<file path="src/design/ecc_mem_pkg.sv">
// ECC memory shared definitions
`default_nettype none

package ecc_mem_pkg;

   localparam int DATA_W    = 32;
   localparam int CHECK_W   = 6;
   localparam int CODE_W    = DATA_W + CHECK_W + 1;   // data, hamming and overall parity
   localparam int MEM_DEPTH = 16;

   typedef logic [DATA_W-1:0]  data_t;
   typedef logic [CODE_W-1:0]  codeword_t;
   typedef logic [CHECK_W-1:0] syndrome_t;
   typedef logic [5:0]         bit_idx_t;
   typedef logic [3:0]         word_addr_t;
   typedef logic [4:0]         wb_adr_t;
   typedef logic [7:0]         err_count_t;

   // register space sits above the word array
   localparam wb_adr_t REG_CTRL_ADR   = 5'd16;
   localparam wb_adr_t REG_INJECT_ADR = 5'd17;
   localparam wb_adr_t REG_STATUS_ADR = 5'd18;

   typedef enum logic [1:0] {
      bus_idle,
      bus_read,
      bus_done
   } bus_state_t;

   // positions that are neither parity nor a power of two carry data
   function automatic logic is_data_pos(int pos);
      return (pos > 0) && ((pos & (pos - 1)) != 0);
   endfunction

   // xor of the indices of all set bits above the parity bit
   function automatic syndrome_t code_syndrome(codeword_t c);
      syndrome_t s;
      s = '0;
      for (int pos = 1; pos < CODE_W; pos++)
      begin
         if (c[pos])
            s ^= syndrome_t'(pos);
      end
      return s;
   endfunction

endpackage

`default_nettype wire
</file>
<file path="src/design/ecc_mem_top.sv">
// ECC protected memory with Wishbone slave
`timescale 1ns/100ps
`default_nettype none

module ecc_mem_top
   import ecc_mem_pkg::*;
(
   input  logic    clk,
   input  logic    rst_l,
   input  logic    cyc,
   input  logic    stb,
   input  logic    we,
   input  wb_adr_t adr,
   input  data_t   dat_w,
   output data_t   dat_r,
   output logic    ack,
   output logic    err
);

   bus_state_t state;
   bus_state_t next_state;
   logic       req;       // new transfer sampled in idle
   logic       mem_sel;
   logic       wr_en;
   logic       rd_en;
   logic       reg_wr;
   logic       reg_rd;
   logic       rd_done;   // decoded word is on rd_code
   word_addr_t mem_addr;
   codeword_t  enc_code;
   codeword_t  wr_code;
   codeword_t  rd_code;
   codeword_t  inject_mask;
   data_t      dec_data;
   data_t      reg_rdata;
   logic       detect_only;
   logic       single_err;
   logic       double_err;
   logic       count_single;
   logic       count_double;

   assign req      = (state == bus_idle) & cyc & stb;
   assign mem_sel  = ~adr[4];   // upper half is register space
   assign wr_en    = req & we & mem_sel;
   assign rd_en    = req & ~we & mem_sel;
   assign reg_wr   = req & we & ~mem_sel;
   assign reg_rd   = req & ~we & ~mem_sel;
   assign rd_done  = (state == bus_read);
   assign mem_addr = adr[3:0];

   assign wr_code      = enc_code ^ inject_mask;   // fault injection after encoding
   assign count_single = rd_done & single_err;
   assign count_double = rd_done & double_err;

   always_comb
   begin
      next_state = state;
      case (state)
         bus_idle:
         begin
            if (rd_en)
               next_state = bus_read;
            else if (req)
               next_state = bus_done;
         end
         bus_read:
            next_state = bus_done;
         default:
            next_state = bus_idle;   // gap cycle after every transfer
      endcase
   end

   always_ff @(posedge clk)
   begin
      if (!rst_l)
      begin
         state <= bus_idle;
         ack   <= 1'b0;
         err   <= 1'b0;
      end
      else
      begin
         state <= next_state;
         ack   <= (req & ~rd_en) | (rd_done & ~double_err);
         err   <= rd_done & double_err;
      end
   end

   always_ff @(posedge clk)
   begin
      if (reg_rd)
         dat_r <= reg_rdata;
      else if (rd_done)
         dat_r <= dec_data;   // returned even on err
   end

   secded_encode i_secded_encode (
      .data (dat_w),
      .code (enc_code)
   );

   ecc_word_store i_ecc_word_store (
      .clk     (clk),
      .wr_en   (wr_en),
      .wr_addr (mem_addr),
      .wr_code (wr_code),
      .rd_en   (rd_en),
      .rd_addr (mem_addr),
      .rd_code (rd_code)
   );

   secded_decode i_secded_decode (
      .code        (rd_code),
      .detect_only (detect_only),
      .data        (dec_data),
      .single_err  (single_err),
      .double_err  (double_err)
   );

   ecc_ctrl_regs i_ecc_ctrl_regs (
      .clk          (clk),
      .rst_l        (rst_l),
      .reg_wr       (reg_wr),
      .reg_sel      (adr),
      .reg_wdata    (dat_w),
      .mem_write    (wr_en),
      .count_single (count_single),
      .count_double (count_double),
      .detect_only  (detect_only),
      .inject_mask  (inject_mask),
      .reg_rdata    (reg_rdata)
   );

endmodule

`default_nettype wire

</file>
<file path="src/design/ecc_ctrl_regs.sv">
// ECC control and status registers
`timescale 1ns/100ps
`default_nettype none

module ecc_ctrl_regs
   import ecc_mem_pkg::*;
(
   input  logic      clk,
   input  logic      rst_l,
   input  logic      reg_wr,
   input  wb_adr_t   reg_sel,
   input  data_t     reg_wdata,
   input  logic      mem_write,
   input  logic      count_single,
   input  logic      count_double,
   output logic      detect_only,
   output codeword_t inject_mask,
   output data_t     reg_rdata
);

   bit_idx_t   inj_idx_a;
   logic       inj_en_a;
   bit_idx_t   inj_idx_b;
   logic       inj_en_b;
   err_count_t single_count;
   err_count_t double_count;

   always_ff @(posedge clk)
   begin
      if (!rst_l)
      begin
         detect_only <= 1'b0;
         inj_idx_a   <= '0;
         inj_en_a    <= 1'b0;
         inj_idx_b   <= '0;
         inj_en_b    <= 1'b0;
      end
      else
      begin
         if (reg_wr && reg_sel == REG_CTRL_ADR)
            detect_only <= reg_wdata[0];
         if (reg_wr && reg_sel == REG_INJECT_ADR)
         begin
            inj_idx_a <= reg_wdata[5:0];
            inj_en_a  <= reg_wdata[6];
            inj_idx_b <= reg_wdata[13:8];
            inj_en_b  <= reg_wdata[14];
         end
         else if (mem_write)
         begin
            // one shot, consumed by the next memory write
            inj_idx_a <= '0;
            inj_en_a  <= 1'b0;
            inj_idx_b <= '0;
            inj_en_b  <= 1'b0;
         end
      end
   end

   assign inject_mask = (codeword_t'(inj_en_a) << inj_idx_a) |
                        (codeword_t'(inj_en_b) << inj_idx_b);

   always_ff @(posedge clk)
   begin
      if (!rst_l)
      begin
         single_count <= '0;
         double_count <= '0;
      end
      else if (reg_wr && reg_sel == REG_STATUS_ADR)
      begin
         single_count <= '0;   // any write clears both
         double_count <= '0;
      end
      else
      begin
         if (count_single && single_count != '1)
            single_count <= single_count + 1'b1;
         if (count_double && double_count != '1)
            double_count <= double_count + 1'b1;
      end
   end

   always_comb
   begin
      case (reg_sel)
         REG_CTRL_ADR:
            reg_rdata = data_t'(detect_only);
         REG_INJECT_ADR:
            reg_rdata = data_t'({inj_en_b, inj_idx_b, 1'b0, inj_en_a, inj_idx_a});
         REG_STATUS_ADR:
            reg_rdata = data_t'({double_count, single_count});
         default:
            reg_rdata = '0;   // memory space and unmapped
      endcase
   end

endmodule

`default_nettype wire

</file>
<file path="src/design/ecc_word_store.sv">
// ECC codeword array
`timescale 1ns/100ps
`default_nettype none

module ecc_word_store
   import ecc_mem_pkg::*;
(
   input  logic       clk,
   input  logic       wr_en,
   input  word_addr_t wr_addr,
   input  codeword_t  wr_code,
   input  logic       rd_en,
   input  word_addr_t rd_addr,
   output codeword_t  rd_code
);

   codeword_t mem [MEM_DEPTH];

   // behaves like a single-cycle RAM macro
   always_ff @(posedge clk)
   begin
      if (wr_en)
         mem[wr_addr] <= wr_code;
      if (rd_en)
         rd_code <= mem[rd_addr];   // valid the cycle after rd_en
   end

endmodule

`default_nettype wire

</file>
<file path="src/design/secded_decode.sv">
// SECDED decoder
`timescale 1ns/100ps
`default_nettype none

module secded_decode
   import ecc_mem_pkg::*;
(
   input  codeword_t code,
   input  logic      detect_only,
   output data_t     data,
   output logic      single_err,
   output logic      double_err
);

   syndrome_t syn;
   logic      par;      // odd overall parity
   logic      s_nz;
   logic      s_hit;    // syndrome points at a real position
   logic      fix;
   codeword_t fixed;

   assign syn   = code_syndrome(code);
   assign par   = ^code;
   assign s_nz  = (syn != '0);
   assign s_hit = s_nz && (syn < syndrome_t'(CODE_W));

   always_comb
   begin
      if (detect_only)
      begin
         // no correction, every error counts as uncorrectable
         single_err = 1'b0;
         double_err = par | s_nz;
      end
      else
      begin
         single_err = par & (~s_nz | s_hit);
         double_err = (par & s_nz & ~s_hit) | (~par & s_nz);
      end
   end

   // a parity-only error leaves the data bits alone
   assign fix   = ~detect_only & par & s_hit;
   assign fixed = fix ? (code ^ (codeword_t'(1) << syn)) : code;

   always_comb
   begin
      int unsigned d;
      data = '0;
      d    = 0;
      for (int pos = 1; pos < CODE_W; pos++)
      begin
         if (is_data_pos(pos))
         begin
            data[d] = fixed[pos];
            d++;
         end
      end
   end

endmodule

`default_nettype wire

</file>
<file path="src/design/secded_encode.sv">
// SECDED encoder
`timescale 1ns/100ps
`default_nettype none

module secded_encode
   import ecc_mem_pkg::*;
(
   input  data_t     data,
   output codeword_t code
);

   codeword_t placed;   // data bits in place, check and parity bits zero
   syndrome_t syn;

   always_comb
   begin
      int unsigned d;
      placed = '0;
      d      = 0;
      for (int pos = 1; pos < CODE_W; pos++)
      begin
         if (is_data_pos(pos))
         begin
            placed[pos] = data[d];
            d++;
         end
      end
   end

   assign syn = code_syndrome(placed);

   // each check bit cancels its share of the data syndrome
   always_comb
   begin
      code = placed;
      for (int k = 0; k < CHECK_W; k++)
         code[1 << k] = syn[k];
      code[0] = ^code[CODE_W-1:1];   // even parity over the whole word
   end

endmodule

`default_nettype wire

</file>
<file path="config.mk">
export PLATFORM = sky130hd
export DESIGN_NAME = ecc_mem_top
export DESIGN_NICKNAME = d
export VERILOG_FILES = /design/src/design/ecc_mem_pkg.sv /design/src/design/ecc_mem_top.sv /design/src/design/ecc_ctrl_regs.sv /design/src/design/ecc_word_store.sv /design/src/design/secded_decode.sv /design/src/design/secded_encode.sv
export SDC_FILE = /design/constraint.sdc
export NUM_CORES = 1
export LEC_CHECK = 0
export ABC_CLOCK_PERIOD_IN_PS = 13100
export BUFFER_PORTS_ARGS = -buffer_cell sky130_fd_sc_hd__buf_2
export CORE_MARGIN = 4
export CORE_UTILIZATION = 35
export CTS_CLUSTER_DIAMETER = 150
export DETAILED_ROUTE_END_ITERATION = 10
export PLACE_DENSITY_LB_ADDON = 0.3
export RECOVER_POWER = 25
export SLEW_MARGIN = 20
export SYNTH_ARGS = -nofsm -noshare
export SYNTH_HDL_FRONTEND = slang
export SYNTH_SLANG_ARGS = --single-unit
</file>
<file path="constraint.sdc">
create_clock -name clk -period 13.1 [get_ports clk]
set_input_delay 0.655 -clock clk [delete_from_list [all_inputs] [get_ports clk]]
set_output_delay 0.655 -clock clk [all_outputs]
set_load 0.02 [all_outputs]
</file>
==> impl_metrics.json <==
{
  "syn-num-nets": 1639,
  "finalClockSkew_ps": 30.0,
  "tns_ps": 0,
  "antenna_left": 0,
  "wl_per_cell_microns": 27.9,
  "start_util": 0.353,
  "p_sw_w": 0.00129,
  "firstDrtPassIters": 5,
  "power_frac_seq": 0.508,
  "ys_ff_latch": 730,
  "cts_resized": 0,
  "placed_area_sq_mm": 0.0326,
  "rows": 108,
  "reg2reg_to": "i_ecc_word_store.mem[1][27]",
  "pwr-share-comb": 0.105,
  "syn_inst": 1595,
  "crit_path_start_kind": "primary input",
  "ctsHoldBuffers": 0,
  "ys_warn_count": 0,
  "htreeDepth": 3,
  "intPower_w": 0.00405,
  "drc": 0,
  "insertion_delay_ps": 630,
  "first_iter_violations": 1580,
  "finalHoldViolCount": 0,
  "grt_max_degree": 81,
  "async_flop_share": 0,
  "cts_setup_buffers": 0,
  "path_class": "primary input to flip-flop",
  "cts_buffers": 75,
  "synthDistinctLibCells": 60,
  "leakagePower_nw": 10.7,
  "cp_max_fo": 80,
  "grt_pass1_vias": 16063,
  "finalNonFillerCells": 2931,
  "hold_end": "i_ecc_ctrl_regs.inj_idx_b[0]",
  "fp.coreArea_sq_mm": 0.0866,
  "vias": 16097,
  "dieArea_sq_mm": 0.0920,
  "synth_edf_count": 695,
  "slew_viol_final": 0,
  "syn_area_per_cell_sq_um": 19.1,
  "vdd_drop_max_mv": 0.0785,
  "clockBufferDepth": 3,
  "min_path_type": "primary input to flip-flop",
  "antenna_found_initial": 6,
  "worst_pin_slew_ps": 1290,
  "place_ws_ps": 7580,
  "nNetsFinal": 1758,
  "grtUsageTotal": 0.178,
  "setup-violations-final": 0,
  "syn-cell-area_sq_mm": 0.0305,
  "portBuffers": 75,
  "min_period_ps": 4850,
  "final_cell_area_sq_mm": 0.0350,
  "finalWeightedCongestion": 0.847,
  "setup_slack_ps": 8250,
  "fmax_ghz": 0.206,
  "grt_pass1_wl_mm": 116,
  "reg2reg_from": "state[0]",
  "viasPerCell": 5.49,
  "status": "finished clean",
  "critPathRequiredTime_ps": 13330,
  "cts_tree": "built",
  "hpwl_mm": 51.8,
  "crit_path_end_kind": "flip-flop",
  "max-slew-margin-rel": 0.132,
  "drive_gt1_frac": 0.239,
  "clock_sinks": 730,
  "rr_worst_depth": 6,
  "power_switching_share": 0.241,
  "dieHeight_microns": 303,
  "cap_violations": 0,
  "worstHoldStart": "dat_w[8]",
  "cts.clk_slew.worst_paths_ps": 70,
  "cts-root-buf": "clkbuf_16",
  "p_per_area_mw_per_mm2": 153,
  "grt_overflow_total": 0,
  "dp_cells": 2792,
  "wl_mm": 81.7,
  "clkPwrFrac": 0.387,
  "die_x_microns": 303,
  "synth_seq_area_share": 0.706,
  "synth_flop_cell": "edfxtp_1",
  "r2r_setup_slack_ps": 9140,
  "hold_depth": 3,
  "rsz0062_at_grt": "no",
  "area_growth_pct": 14.4,
  "ioPinCount": 76,
  "crit_start": "adr[1]",
  "worstPathArrival_ps": 5080,
  "finalCritPeriodShare": 0.370
}
==> worst max-delay path, cell delays in order <==
cell     delay [ps]
buf_6           670
buf_4           710
buf_4           620
nor2b_1         520
nand2_1         350
nor3_2          660
buf_4           760
==> power groups by stage <==
stage	Combinational, W	Clock [W]	Sequential, W
floorplan	0.000353	0	0.00276
global placement	0.000553	0	0.00275
detailed placement	0.000572	0	0.00276
CTS	0.000572	0.00210	0.00271
global route	0.000603	0.00221	0.00271
finish	0.000562	0.00206	0.00271
==> cells in the mapped netlist (17+ instances only) <==
master / count / share of area
a22oi_1: 43 / 0.011
buf_1: 17 / 0.0021
clkbuf_1: 57 / 0.0070
dfxtp_1: 35 / 0.023
edfxtp_1: 695 / 0.68
mux4_2: 195 / 0.14
nand2_1: 37 / 0.0045
nand3_1: 22 / 0.0036
nand4_1: 27 / 0.0055
nor2_1: 48 / 0.0059
nor2b_1: 24 / 0.0049
nor3_1: 21 / 0.0034
o22ai_1: 29 / 0.0059
xnor2_1: 128 / 0.037
xor2_1: 68 / 0.020
==> per-stage QoR <==
| stage | util | total power, W | hold WS (ps) |
|---|---|---|---|
| 4_1_cts | 0.404 | 0.00538 | 396 |
| 2_1_floorplan | - | 0.00311 | 455 |
| 5_1_grt | 0.403 | 0.00552 | 450 |
| 3_3_place_gp | 0.377 | 0.00331 | 484 |
| 6_report | 0.404 | 0.00533 | 434 |
| 3_5_place_dp | 0.377 | 0.00333 | 489 |
==> cell type report <==
cell class / instances / area, sq um
Fill cell: 7726 / 51700
Sequential cell: 730 / 21600
Multi-Input combinational cell: 781 / 8890
Clock buffer: 90 / 1950
Tap cell: 1155 / 1450
Timing Repair Buffer: 124 / 659
Clock inverter: 48 / 424
Inverter: 2 / 7.51
Antenna cell: 1 / 2.50
==> kinds of logic after synthesis <==
group | after synthesis | share of synthesized area
DFF | 730 | 0.706
and+or+nand+nor | 239 | 0.0414
xor gates and xnor gates | 208 | 0.0644
muxes | 203 | 0.146
AOI/OAI and AO/OA | 129 | 0.0296
buffers and inverters | 84 | 0.0111
adders and majority gates | 2 | 0.000819
==> routing by layer <==
metal	vias to the layer above	part of all wire	wire, microns	track usage
met2	695	0.46	37700	0.274
li1	6737	-	-	-
met3	93	0.089	7280	0.0456
met4	0	0.020	1600	0.0460
met5	-	0	0	0
met1	8572	0.43	35200	0.253
==> registers in the layout, summed over array words and instances, names as in the netlist <==
name / flops
ack: 1
dat_r: 32
err: 1
i_ecc_ctrl_regs.detect_only: 1
i_ecc_ctrl_regs.double_count: 8
i_ecc_ctrl_regs.inj_en_a: 1
i_ecc_ctrl_regs.inj_en_b: 1
i_ecc_ctrl_regs.inj_idx_a: 6
i_ecc_ctrl_regs.inj_idx_b: 6
i_ecc_ctrl_regs.single_count: 8
i_ecc_word_store.mem: 624
i_ecc_word_store.rd_code: 39
state: 2
==> layout by cell type (no fill, tap or decap), types with 22 or more instances in the layout <==
cell type | Yosys | routed
nor2b_1 | 24 | 24
xnor2_1 | 128 | 118
mux4_2 | 195 | 195
nand2_1 | 37 | 37
clkbuf_1 | 57 | 65
dfxtp_1 | 35 | 35
a22oi_1 | 43 | 43
edfxtp_1 | 695 | 695
o22ai_1 | 29 | 29
xor2_1 | 68 | 60
nor2_1 | 48 | 36
buf_4 | 0 | 32
nand4_1 | 27 | 27
nand3_1 | 22 | 22
clkbuf_16 | 0 | 76
buf_2 | 6 | 38
==> worst max path at each step <==
| stage | endpoint | cells after the start |
|---|---|---|
| 2_1_floorplan | i_ecc_word_store.mem[3][0] | 5 |
| 3_3_place_gp | i_ecc_word_store.mem[2][32] | 7 |
| 3_5_place_dp | i_ecc_word_store.mem[2][27] | 7 |
| 4_1_cts | i_ecc_word_store.mem[2][27] | 7 |
| 5_1_grt | i_ecc_word_store.mem[2][35] | 7 |
| 6_report | i_ecc_word_store.mem[2][36] | 7 |
No activity file was read; power rests on OpenSTA's default activity.
